File: src/common/rfdc_timing_pkg.sv
//--------------------------------------------------------------------------
// shared definitions for the rfdc timing-control subsystem
//   control-port request and response structs
//   register map constants and status codes
//   field views of the 32-bit register word, joined in one union
//--------------------------------------------------------------------------

package rfdc_timing_pkg;

  //--------------------------------------------------------------------------
  // widths
  //--------------------------------------------------------------------------

  // radio time, free running counter from the radio
  localparam int RADIO_TIME_W    = 64;
  // control-port address and data widths
  localparam int CTRLPORT_ADDR_W = 20;
  localparam int CTRLPORT_DATA_W = 32;

  //--------------------------------------------------------------------------
  // control-port transfer types
  //--------------------------------------------------------------------------

  // one request, wr and rd are single-cycle strobes
  typedef struct packed {
    logic                       wr;
    logic                       rd;
    logic [CTRLPORT_ADDR_W-1:0] addr;
    logic [CTRLPORT_DATA_W-1:0] data;
    // request waits for the timestamp when set
    logic                       has_time;
    // radio time at which the request takes effect
    logic [RADIO_TIME_W-1:0]    timestamp;
  } ctrlport_req_t;

  // one response, ack is a single-cycle pulse
  typedef struct packed {
    logic                       ack;
    logic [1:0]                 status;
    logic [CTRLPORT_DATA_W-1:0] data;
  } ctrlport_resp_t;

  // response status codes
  localparam logic [1:0] STS_OKAY = 2'b00;

  //--------------------------------------------------------------------------
  // register map
  //--------------------------------------------------------------------------

  localparam logic [CTRLPORT_ADDR_W-1:0] NCO_RESET_REG     = 20'h00000;
  localparam logic [CTRLPORT_ADDR_W-1:0] GEARBOX_RESET_REG = 20'h00004;

  // nco reset register
  // bit 0 starts the shared nco reset, bit 1 reads back the done level
  typedef struct packed {
    logic [29:0] unused;
    logic        nco_reset_done;
    logic        nco_reset_start;
  } nco_reset_fields_t;

  // gearbox reset register, both bits are write strobes
  typedef struct packed {
    logic [29:0] unused;
    logic        dac_reset;
    logic        adc_reset;
  } gearbox_reset_fields_t;

  // same 32-bit word, field layout picked by the address
  typedef union packed {
    nco_reset_fields_t     nco;
    gearbox_reset_fields_t gearbox;
  } rfdc_reg_word_u;

endpackage

File: src/rtl/ctrlport_timer.sv
//--------------------------------------------------------------------------
// control-port timer
//   one-entry holding register for timed requests
//   releases each request as a single-cycle strobe once radio time
//   reaches its timestamp, untimed requests pass after one cycle
//--------------------------------------------------------------------------

`timescale 1ns/10ps

module ctrlport_timer (
  input  logic                                     clk,
  input  logic                                     reset_i,
  input  logic [rfdc_timing_pkg::RADIO_TIME_W-1:0] radio_time_i,
  input  rfdc_timing_pkg::ctrlport_req_t           req_i,
  output rfdc_timing_pkg::ctrlport_req_t           req_o
);

  import rfdc_timing_pkg::*;

  // holding register
  ctrlport_req_t held_req;
  logic          held;

  // output stage, strobes kept apart from the payload
  ctrlport_req_t out_req;
  logic          out_wr;
  logic          out_rd;

  // decode of the incoming and the held request
  logic          in_strobe;
  logic          in_due;
  logic          held_due;
  logic          fire_in;

  //--------------------------------------------------------------------------
  // time compare
  //--------------------------------------------------------------------------

  assign in_strobe = req_i.wr | req_i.rd;
  // untimed, or timestamp already passed
  assign in_due    = !req_i.has_time || (req_i.timestamp <= radio_time_i);
  assign fire_in   = in_strobe && in_due;
  // held entry reaches its time
  assign held_due  = held && (held_req.timestamp <= radio_time_i);

  //--------------------------------------------------------------------------
  // control state
  //--------------------------------------------------------------------------

  always_ff @(posedge clk) begin
    if (reset_i) begin
      held   <= 1'b0;
      out_wr <= 1'b0;
      out_rd <= 1'b0;
    end else begin
      // strobes last one cycle
      out_wr <= 1'b0;
      out_rd <= 1'b0;
      // held entry goes first
      if (held_due) begin
        out_wr <= held_req.wr;
        out_rd <= held_req.rd;
      end else if (fire_in) begin
        out_wr <= req_i.wr;
        out_rd <= req_i.rd;
      end
      // load a future request, or empty after release
      if (in_strobe && !in_due) begin
        held <= 1'b1;
      end else if (held_due) begin
        held <= 1'b0;
      end
    end
  end

  //--------------------------------------------------------------------------
  // payload
  //--------------------------------------------------------------------------

  always_ff @(posedge clk) begin
    if (in_strobe && !in_due) begin
      held_req <= req_i;
    end
    if (held_due) begin
      out_req <= held_req;
    end else if (fire_in) begin
      out_req <= req_i;
    end
  end

  // payload with the registered strobes on top
  always_comb begin
    req_o    = out_req;
    req_o.wr = out_wr;
    req_o.rd = out_rd;
  end

endmodule

File: src/rtl/rfdc_timing_regs.sv
//--------------------------------------------------------------------------
// per-board register block
//   decodes the nco reset and gearbox reset registers
//   write strobes for nco start and gearbox pulses, ack and read data
//--------------------------------------------------------------------------

`timescale 1ns/10ps

module rfdc_timing_regs (
  input  logic                            clk,
  input  logic                            reset_i,
  input  rfdc_timing_pkg::ctrlport_req_t  req_i,
  // already synchronized to clk
  input  logic                            nco_reset_done_i,
  output rfdc_timing_pkg::ctrlport_resp_t resp_o,
  output logic                            nco_start_o,
  output logic                            adc_reset_pulse_o,
  output logic                            dac_reset_pulse_o
);

  import rfdc_timing_pkg::*;

  // address decode
  logic           sel_nco;
  logic           sel_gearbox;
  logic           sel_any;

  // write data view and read data word
  rfdc_reg_word_u wr_word;
  rfdc_reg_word_u rd_word;
  rfdc_reg_word_u rd_word_q;
  logic           ack_q;

  //--------------------------------------------------------------------------
  // decode
  //--------------------------------------------------------------------------

  assign sel_nco     = (req_i.addr == NCO_RESET_REG);
  assign sel_gearbox = (req_i.addr == GEARBOX_RESET_REG);
  // unknown addresses give no ack at all
  assign sel_any     = sel_nco | sel_gearbox;
  assign wr_word     = req_i.data;

  // only the done bit is readable, gearbox reads as zero
  always_comb begin
    rd_word = '0;
    if (req_i.rd && sel_nco) begin
      rd_word.nco.nco_reset_done = nco_reset_done_i;
    end
  end

  //--------------------------------------------------------------------------
  // strobes and ack
  //--------------------------------------------------------------------------

  always_ff @(posedge clk) begin
    if (reset_i) begin
      ack_q             <= 1'b0;
      nco_start_o       <= 1'b0;
      adc_reset_pulse_o <= 1'b0;
      dac_reset_pulse_o <= 1'b0;
    end else begin
      ack_q             <= (req_i.wr | req_i.rd) & sel_any;
      // write strobes straight from the field view of the address
      nco_start_o       <= req_i.wr & sel_nco & wr_word.nco.nco_reset_start;
      adc_reset_pulse_o <= req_i.wr & sel_gearbox & wr_word.gearbox.adc_reset;
      dac_reset_pulse_o <= req_i.wr & sel_gearbox & wr_word.gearbox.dac_reset;
    end
  end

  // read data, only meaningful with ack
  always_ff @(posedge clk) begin
    rd_word_q <= rd_word;
  end

  always_comb begin
    resp_o        = '0;
    resp_o.ack    = ack_q;
    resp_o.status = STS_OKAY;
    resp_o.data   = rd_word_q;
  end

endmodule

File: src/rtl/nco_reset_merge.sv
//--------------------------------------------------------------------------
// nco reset merge
//   one registered start pulse from all board start strobes
//   two-stage synchronizer for the done level from the converter
//--------------------------------------------------------------------------

`timescale 1ns/10ps

module nco_reset_merge #(
  parameter int NUM_DBOARDS = 2
) (
  input  logic                   clk,
  input  logic                   reset_i,
  input  logic [NUM_DBOARDS-1:0] nco_start_i,
  // asynchronous level
  input  logic                   nco_reset_done_i,
  output logic                   start_nco_reset_o,
  output logic                   nco_reset_done_o
);

  // synchronizer stages
  logic done_meta;
  logic done_sync;

  //--------------------------------------------------------------------------
  // start merge
  //--------------------------------------------------------------------------

  // strobes in the same cycle from several boards give one pulse
  always_ff @(posedge clk) begin
    if (reset_i) begin
      start_nco_reset_o <= 1'b0;
    end else begin
      start_nco_reset_o <= |nco_start_i;
    end
  end

  //--------------------------------------------------------------------------
  // done synchronizer
  //--------------------------------------------------------------------------

  // level stays high until the next start, so two flops are enough
  always_ff @(posedge clk) begin
    if (reset_i) begin
      done_meta <= 1'b0;
      done_sync <= 1'b0;
    end else begin
      done_meta <= nco_reset_done_i;
      done_sync <= done_meta;
    end
  end

  assign nco_reset_done_o = done_sync;

endmodule

File: src/rtl/rfdc_timing_top.sv
//--------------------------------------------------------------------------
// rfdc timing-control top level
//   one control-port timer and register block per board
//   shared nco start merge and done synchronizer
//--------------------------------------------------------------------------

`timescale 1ns/10ps

module rfdc_timing_top #(
  // 1 to 4 boards
  parameter int NUM_DBOARDS = 2
) (
  input  logic                                                  clk,
  input  logic                                                  reset_i,
  input  logic [rfdc_timing_pkg::RADIO_TIME_W-1:0]              radio_time_i,
  // one control-port slave per board
  input  rfdc_timing_pkg::ctrlport_req_t  [NUM_DBOARDS-1:0]     ctrl_req_i,
  // asynchronous done level from the converter
  input  logic                                                  nco_reset_done_i,
  output rfdc_timing_pkg::ctrlport_resp_t [NUM_DBOARDS-1:0]     ctrl_resp_o,
  output logic                                                  start_nco_reset_o,
  output logic                            [NUM_DBOARDS-1:0]     adc_reset_pulse_o,
  output logic                            [NUM_DBOARDS-1:0]     dac_reset_pulse_o
);

  import rfdc_timing_pkg::*;

  // requests released by the timers
  ctrlport_req_t [NUM_DBOARDS-1:0] timed_req;
  // per-board start strobes into the merge
  logic          [NUM_DBOARDS-1:0] nco_start;
  // done level after the synchronizer
  logic                            nco_reset_done_sync;

  //--------------------------------------------------------------------------
  // per-board control ports
  //--------------------------------------------------------------------------

  for (genvar db = 0; db < NUM_DBOARDS; db++) begin : gen_db

    // input side, timed request hold
    ctrlport_timer i_ctrlport_timer (
      .clk          (clk),
      .reset_i      (reset_i),
      .radio_time_i (radio_time_i),
      .req_i        (ctrl_req_i[db]),
      .req_o        (timed_req[db])
    );

    // register decode for this board
    rfdc_timing_regs i_rfdc_timing_regs (
      .clk               (clk),
      .reset_i           (reset_i),
      .req_i             (timed_req[db]),
      .nco_reset_done_i  (nco_reset_done_sync),
      .resp_o            (ctrl_resp_o[db]),
      .nco_start_o       (nco_start[db]),
      .adc_reset_pulse_o (adc_reset_pulse_o[db]),
      .dac_reset_pulse_o (dac_reset_pulse_o[db])
    );

  end

  //--------------------------------------------------------------------------
  // shared nco reset
  //--------------------------------------------------------------------------

  nco_reset_merge #(
    .NUM_DBOARDS (NUM_DBOARDS)
  ) i_nco_reset_merge (
    .clk               (clk),
    .reset_i           (reset_i),
    .nco_start_i       (nco_start),
    .nco_reset_done_i  (nco_reset_done_i),
    .start_nco_reset_o (start_nco_reset_o),
    .nco_reset_done_o  (nco_reset_done_sync)
  );

endmodule

File: config.mk
export PLATFORM = sky130hd
export DESIGN_NAME = rfdc_timing_top
export DESIGN_NICKNAME = d
export VERILOG_FILES = /design/src/common/rfdc_timing_pkg.sv /design/src/rtl/ctrlport_timer.sv /design/src/rtl/rfdc_timing_regs.sv /design/src/rtl/nco_reset_merge.sv /design/src/rtl/rfdc_timing_top.sv
export SDC_FILE = /design/constraint.sdc
export NUM_CORES = 1
export LEC_CHECK = 0
export ABC_AREA = 1
export BUFFER_PORTS_ARGS = -buffer_cell sky130_fd_sc_hd__buf_2
export CORE_MARGIN = 4
export CORE_UTILIZATION = 49
export CTS_CLUSTER_SIZE = 12
export DETAILED_ROUTE_END_ITERATION = 7
export PLACE_DENSITY = 0.85
export SLEW_MARGIN = 15
export SYNTH_ARGS = -nofsm -noshare
export SYNTH_HDL_FRONTEND = slang
export SYNTH_SLANG_ARGS = --single-unit
File: constraint.sdc
create_clock -name clk -period 3.5 [get_ports clk]
set_input_delay 0.175 -clock clk [delete_from_list [all_inputs] [get_ports clk]]
set_output_delay 0.175 -clock clk [all_outputs]
set_load 0.005 [all_outputs]
==> results.md <==
| Item | This run |
|:---|:---|
| Status | completed |
| Top cells by area, synth | sky130_fd_sc_hd__edfxtp_1 (45%), sky130_fd_sc_hd__ha_1 (22%), sky130_fd_sc_hd__nand2_1 (8.7%), sky130_fd_sc_hd__a21oi_1 (4.3%), sky130_fd_sc_hd__buf_4 (3.9%) |
| RSZ-0062 raised after global routing | false |
| Number of global-route vias before repair | 13000 |
| Number of distinct standard cells referenced by the synthesized netlist | 32 |
| Critical Path RT | 3.75 ns |
| Area growth syn-to-layout | 28.4% |
| Worst-margin pin slew | 1.06 ns |
| Final GP Congestion | 0.923 |
| Via count | 12400 |
| Critical path peak fanout | 25 |
| Final ANT Viol Nets | 0 |
| Worst hold slack across all endpoints | 0.111 ns |
| Fraction of power consumed by sequential logic | 0.448 |
| Final Setup Violations | 0 |
| Critical path launch point | gen_db[1].i_ctrlport_timer.held_req[55]$_DFFE_PP_ |
| Dpl hpwl | 28700 um |
| Number of nets in the layout | 2459 |
| GR Util met1 | 0.287 |
| Internal power of the cells | 5730 uW |
| Minimum clock period after layout | 2.97 ns |
| Wire length of the first global-routing pass | 65800 um |
| Residual overflow from global routing | 0 |
| Logic pwr share | 0.188 |
| Max Clk Rate | 0.337 GHz |
| Count of state elements after synthesis | 239 |
| Clk Latency, worst-skew pair | 0.55 ns |
| Register area | 0.00699 mm2 |
| Worst hold path type | primary input to flip-flop |
| Leading area contributor after synthesis | sky130_fd_sc_hd__edfxtp_1 |
| Yosys warnings | 0 |
| Clock tree from TritonCTS | done |
| Detailed Routing Iterations Pass 1 | 5 |
| Area of the mapped netlist | 0.0147 mm2 |
| Post-DR vias/cell | 5.36 |
| Startpoint of the most critical register-to-register path | gen_db[1].i_ctrlport_timer.held_req[55]$_DFFE_PP_ |
| Global-route layer with the greatest usage | met2 |
| Clock root buffer master | sky130_fd_sc_hd__clkbuf_16 |
| Antenna violations before repair | 10 |
| Relative contribution of the clock network to total power | 0.365 |
| Row Count | 63 |
| Placeable core region | 0.0296 mm2 |
| Post-route clock period utilization | 0.847 |
| Post-route cell area | 0.0189 mm2 |
| Portion of synthesized cell area occupied by the leading cell type | 0.450 |
| Total power divided by cell area | 415 mW/mm2 |
| H-tree levels | 1 |
| Port Buffer Count | 253 |
| Sequential area share after synthesis | 0.476 |
| TritonCTS buffer count | 27 |
| Maximum root-to-sink buffer count | 3 |
| Cts repair resizes | 0 |
| Hold bufs inserted after CTS | 179 |
| Kind of critical path | flip-flop to flip-flop |
| Max transition margin | 0.290 |
| Post-DR wirelength/cell | 18.5 um |
| Instance area after placement | 0.0162 mm2 |
| TritonCTS Sinks | 239 |
| Maximum VDD drop | 0.000415 V |
| GRT Overall Usage | 0.249 |
| Post-CTS repair timing setup buffer count | 0 |
| Area of the multi-input gates | 0.00682 mm2 |
| Clock Skew | 0.0133 ns |
| Mapped Avg Cell Area | 10.1 um2 |
| Layout cell share with drive strength beyond 1 | 0.164 |
| Critical path data arrival time | 3.22 ns |
| FILL cells | 2152 |
| Core Util, Final | 0.636 |
| Setup_tns | 0 ns |
| Switching share of total power | 0.269 |
| Final hold viol count | 0 |
| Met3 track demand over resource | 0.0387 |
| Count of maximum capacitance violations | 0 |
| Kind of end point of the critical path | flip-flop |
| Die ar. | 0.0328 mm2 |
| Floorplan die height | 181 um |
| Total wirelength of the detailed-routed design | 42800 um |
| Worst Setup Start Kind | flip-flop |
| Synthesized instance count | 1448 |
| Clock-pin slew on the worst setup and hold paths | 0.06 ns |
| Floorplan die width | 181 um |
| Switching power total | 2100 uW |
| Number of placed I/O pins | 380 |
| Max-slew violation count | 0 |
| # DRC | 0 |
| Leakage power total | 0.00889 uW |
| Hold Path Origin | ctrl_req_i[64] |
| Initial Utilization | 0.496 |
| Violation count after the first detailed-routing iteration | 972 |
| Routing usage on met2 | 0.455 |
| Pin count of the biggest net entering global routing | 63 |
## final timing paths
check	cells past startpoint	endpoint	slack, ns
setup / recovery	12	gen_db[1].i_ctrlport_timer.req_o[109]$_DFFE_PP_	0.53
setup reg to reg	12	gen_db[1].i_ctrlport_timer.req_o[109]$_DFFE_PP_	0.53
hold / removal	5	gen_db[0].i_ctrlport_timer.held$_SDFFE_PP0P_	0.11
hold reg to reg	2	i_nco_reset_merge.nco_reset_done_o$_SDFF_PP0_	0.42
## synth_stat cells
| cell | instances |
|---|---|
| sky130_fd_sc_hd__nand2_1 | 340 |
| sky130_fd_sc_hd__ha_1 | 256 |
| sky130_fd_sc_hd__edfxtp_1 | 220 |
| sky130_fd_sc_hd__inv_1 | 127 |
| sky130_fd_sc_hd__a21oi_1 | 125 |
| sky130_fd_sc_hd__nor2_1 | 80 |
| sky130_fd_sc_hd__buf_4 | 76 |
| sky130_fd_sc_hd__nand3_1 | 69 |
| sky130_fd_sc_hd__o21ai_0 | 31 |
| sky130_fd_sc_hd__nand4_1 | 21 |
| sky130_fd_sc_hd__dfxtp_1 | 19 |
| sky130_fd_sc_hd__nor3_1 | 16 |
| sky130_fd_sc_hd__o21a_1 | 14 |
| sky130_fd_sc_hd__nor4_1 | 8 |
| sky130_fd_sc_hd__nand3b_1 | 5 |
| sky130_fd_sc_hd__buf_6 | 4 |
| sky130_fd_sc_hd__clkbuf_1 | 4 |
| sky130_fd_sc_hd__nand2_4 | 4 |
| sky130_fd_sc_hd__o21bai_1 | 4 |
| sky130_fd_sc_hd__or4_1 | 4 |
| sky130_fd_sc_hd__a21o_1 | 3 |
| sky130_fd_sc_hd__buf_2 | 2 |
| sky130_fd_sc_hd__nand2_2 | 2 |
| sky130_fd_sc_hd__nand4_2 | 2 |
| sky130_fd_sc_hd__nor2_2 | 2 |
| sky130_fd_sc_hd__nor3_2 | 2 |
| sky130_fd_sc_hd__o2111a_1 | 2 |
| sky130_fd_sc_hd__o211ai_1 | 2 |
| sky130_fd_sc_hd__and3b_1 | 1 |
| sky130_fd_sc_hd__clkinv_1 | 1 |
| sky130_fd_sc_hd__conb_1 | 1 |
| sky130_fd_sc_hd__nor4_4 | 1 |
## cell type report
type	instances	share of cell area
flip-flops and latches	239	0.371
multi-input cells	1060	0.362
repair buffers	442	0.168
clock buffers	42	0.0415
well taps	390	0.0259
inverters	128	0.0258
clock inverters	7	0.00544
diodes	5	0.000664
## kinds of logic (layout without fill, tap and decap cells)
| group | Yosys count | count (layout) | synth area share |
|---|---|---|---|
| compound gates | 181 | 181 | 0.0665 |
| fa+ha+maj | 256 | 256 | 0.218 |
| buf+inv | 214 | 619 | 0.0763 |
| flops | 239 | 239 | 0.476 |
| other cells | 1 | 71 | 0.000255 |
| simple gates | 557 | 557 | 0.163 |
## state kept, by name (all words and copies together) (netlist names), 2 cells and up
name                                         cells
gen_db.i_ctrlport_timer.req_o                   44
gen_db.i_rfdc_timing_regs.dac_reset_pulse_o      2
gen_db.i_rfdc_timing_regs.ack_q                  2
gen_db.i_rfdc_timing_regs.rd_word_q              2
gen_db.i_rfdc_timing_regs.adc_reset_pulse_o      2
gen_db.i_ctrlport_timer.held_req               176
gen_db.i_ctrlport_timer.out_rd                   2
gen_db.i_rfdc_timing_regs.nco_start_o            2
gen_db.i_ctrlport_timer.held                     2
gen_db.i_ctrlport_timer.out_wr                   2
## power by group through the flow
| stage | clock [uW] | sequential (uW) | combinational [uW] |
|---|---|---|---|
| after floorplan | 0 | 3530 | 846 |
| after global placement | 0 | 3540 | 1160 |
| after detailed placement | 0 | 3550 | 1240 |
| after CTS | 2880 | 3500 | 1420 |
| after global routing | 3010 | 3520 | 1650 |
| final | 2860 | 3510 | 1470 |
## cells in the final DEF, fill, tap and decap left out, drive strengths merged, types with 6 or more instances in the layout
| cell type | n |
|---|---|
| nand2 | 346 |
| buf | 263 |
| ha | 256 |
| edfxtp | 220 |
| dlygate4sd3 | 179 |
| inv | 126 |
| a21oi | 125 |
| nor2 | 82 |
| nand3 | 69 |
| conb | 66 |
| clkbuf | 42 |
| o21ai | 31 |
| nand4 | 23 |
| dfxtp | 19 |
| nor3 | 18 |
| o21a | 14 |
| nor4 | 9 |
| clkinv | 6 |
## metal layers
layer / up-vias / routed length, um
met5: - / 66
li1: 5861 / -
met1: 5725 / 16000
met3: 164 / 2970
met2: 636 / 21700
met4: 12 / 1990
## per-stage QoR
stage | total power, uW | instances | setup WS [ns]
3_5_place_dp | 4800 | 2080 | 0.553
5_1_grt | 8170 | 2312 | 0.381
2_1_floorplan | 4380 | 1513 | 0.0613
4_1_cts | 7800 | 2308 | 0.567
6_report | 7830 | 2313 | 0.534
3_3_place_gp | 4700 | 2080 | 0.613
## worst max-delay path, cell delays in order (launching register included)
cell and delay [ns]:
sky130_fd_sc_hd__edfxtp_1 0.37, sky130_fd_sc_hd__ha_1 0.30, sky130_fd_sc_hd__nand2_1 0.09, sky130_fd_sc_hd__nor4_1 0.56, sky130_fd_sc_hd__nand2_1 0.17, sky130_fd_sc_hd__nor2_2 0.22
sky130_fd_sc_hd__nand4_2 0.16, sky130_fd_sc_hd__nand2_4 0.30, sky130_fd_sc_hd__nand2_4 0.07, sky130_fd_sc_hd__nand2_1 0.10, sky130_fd_sc_hd__inv_1 0.05, sky130_fd_sc_hd__nand2_1 0.10
sky130_fd_sc_hd__buf_12 0.18
No activity file was read; power rests on OpenSTA's default activity.
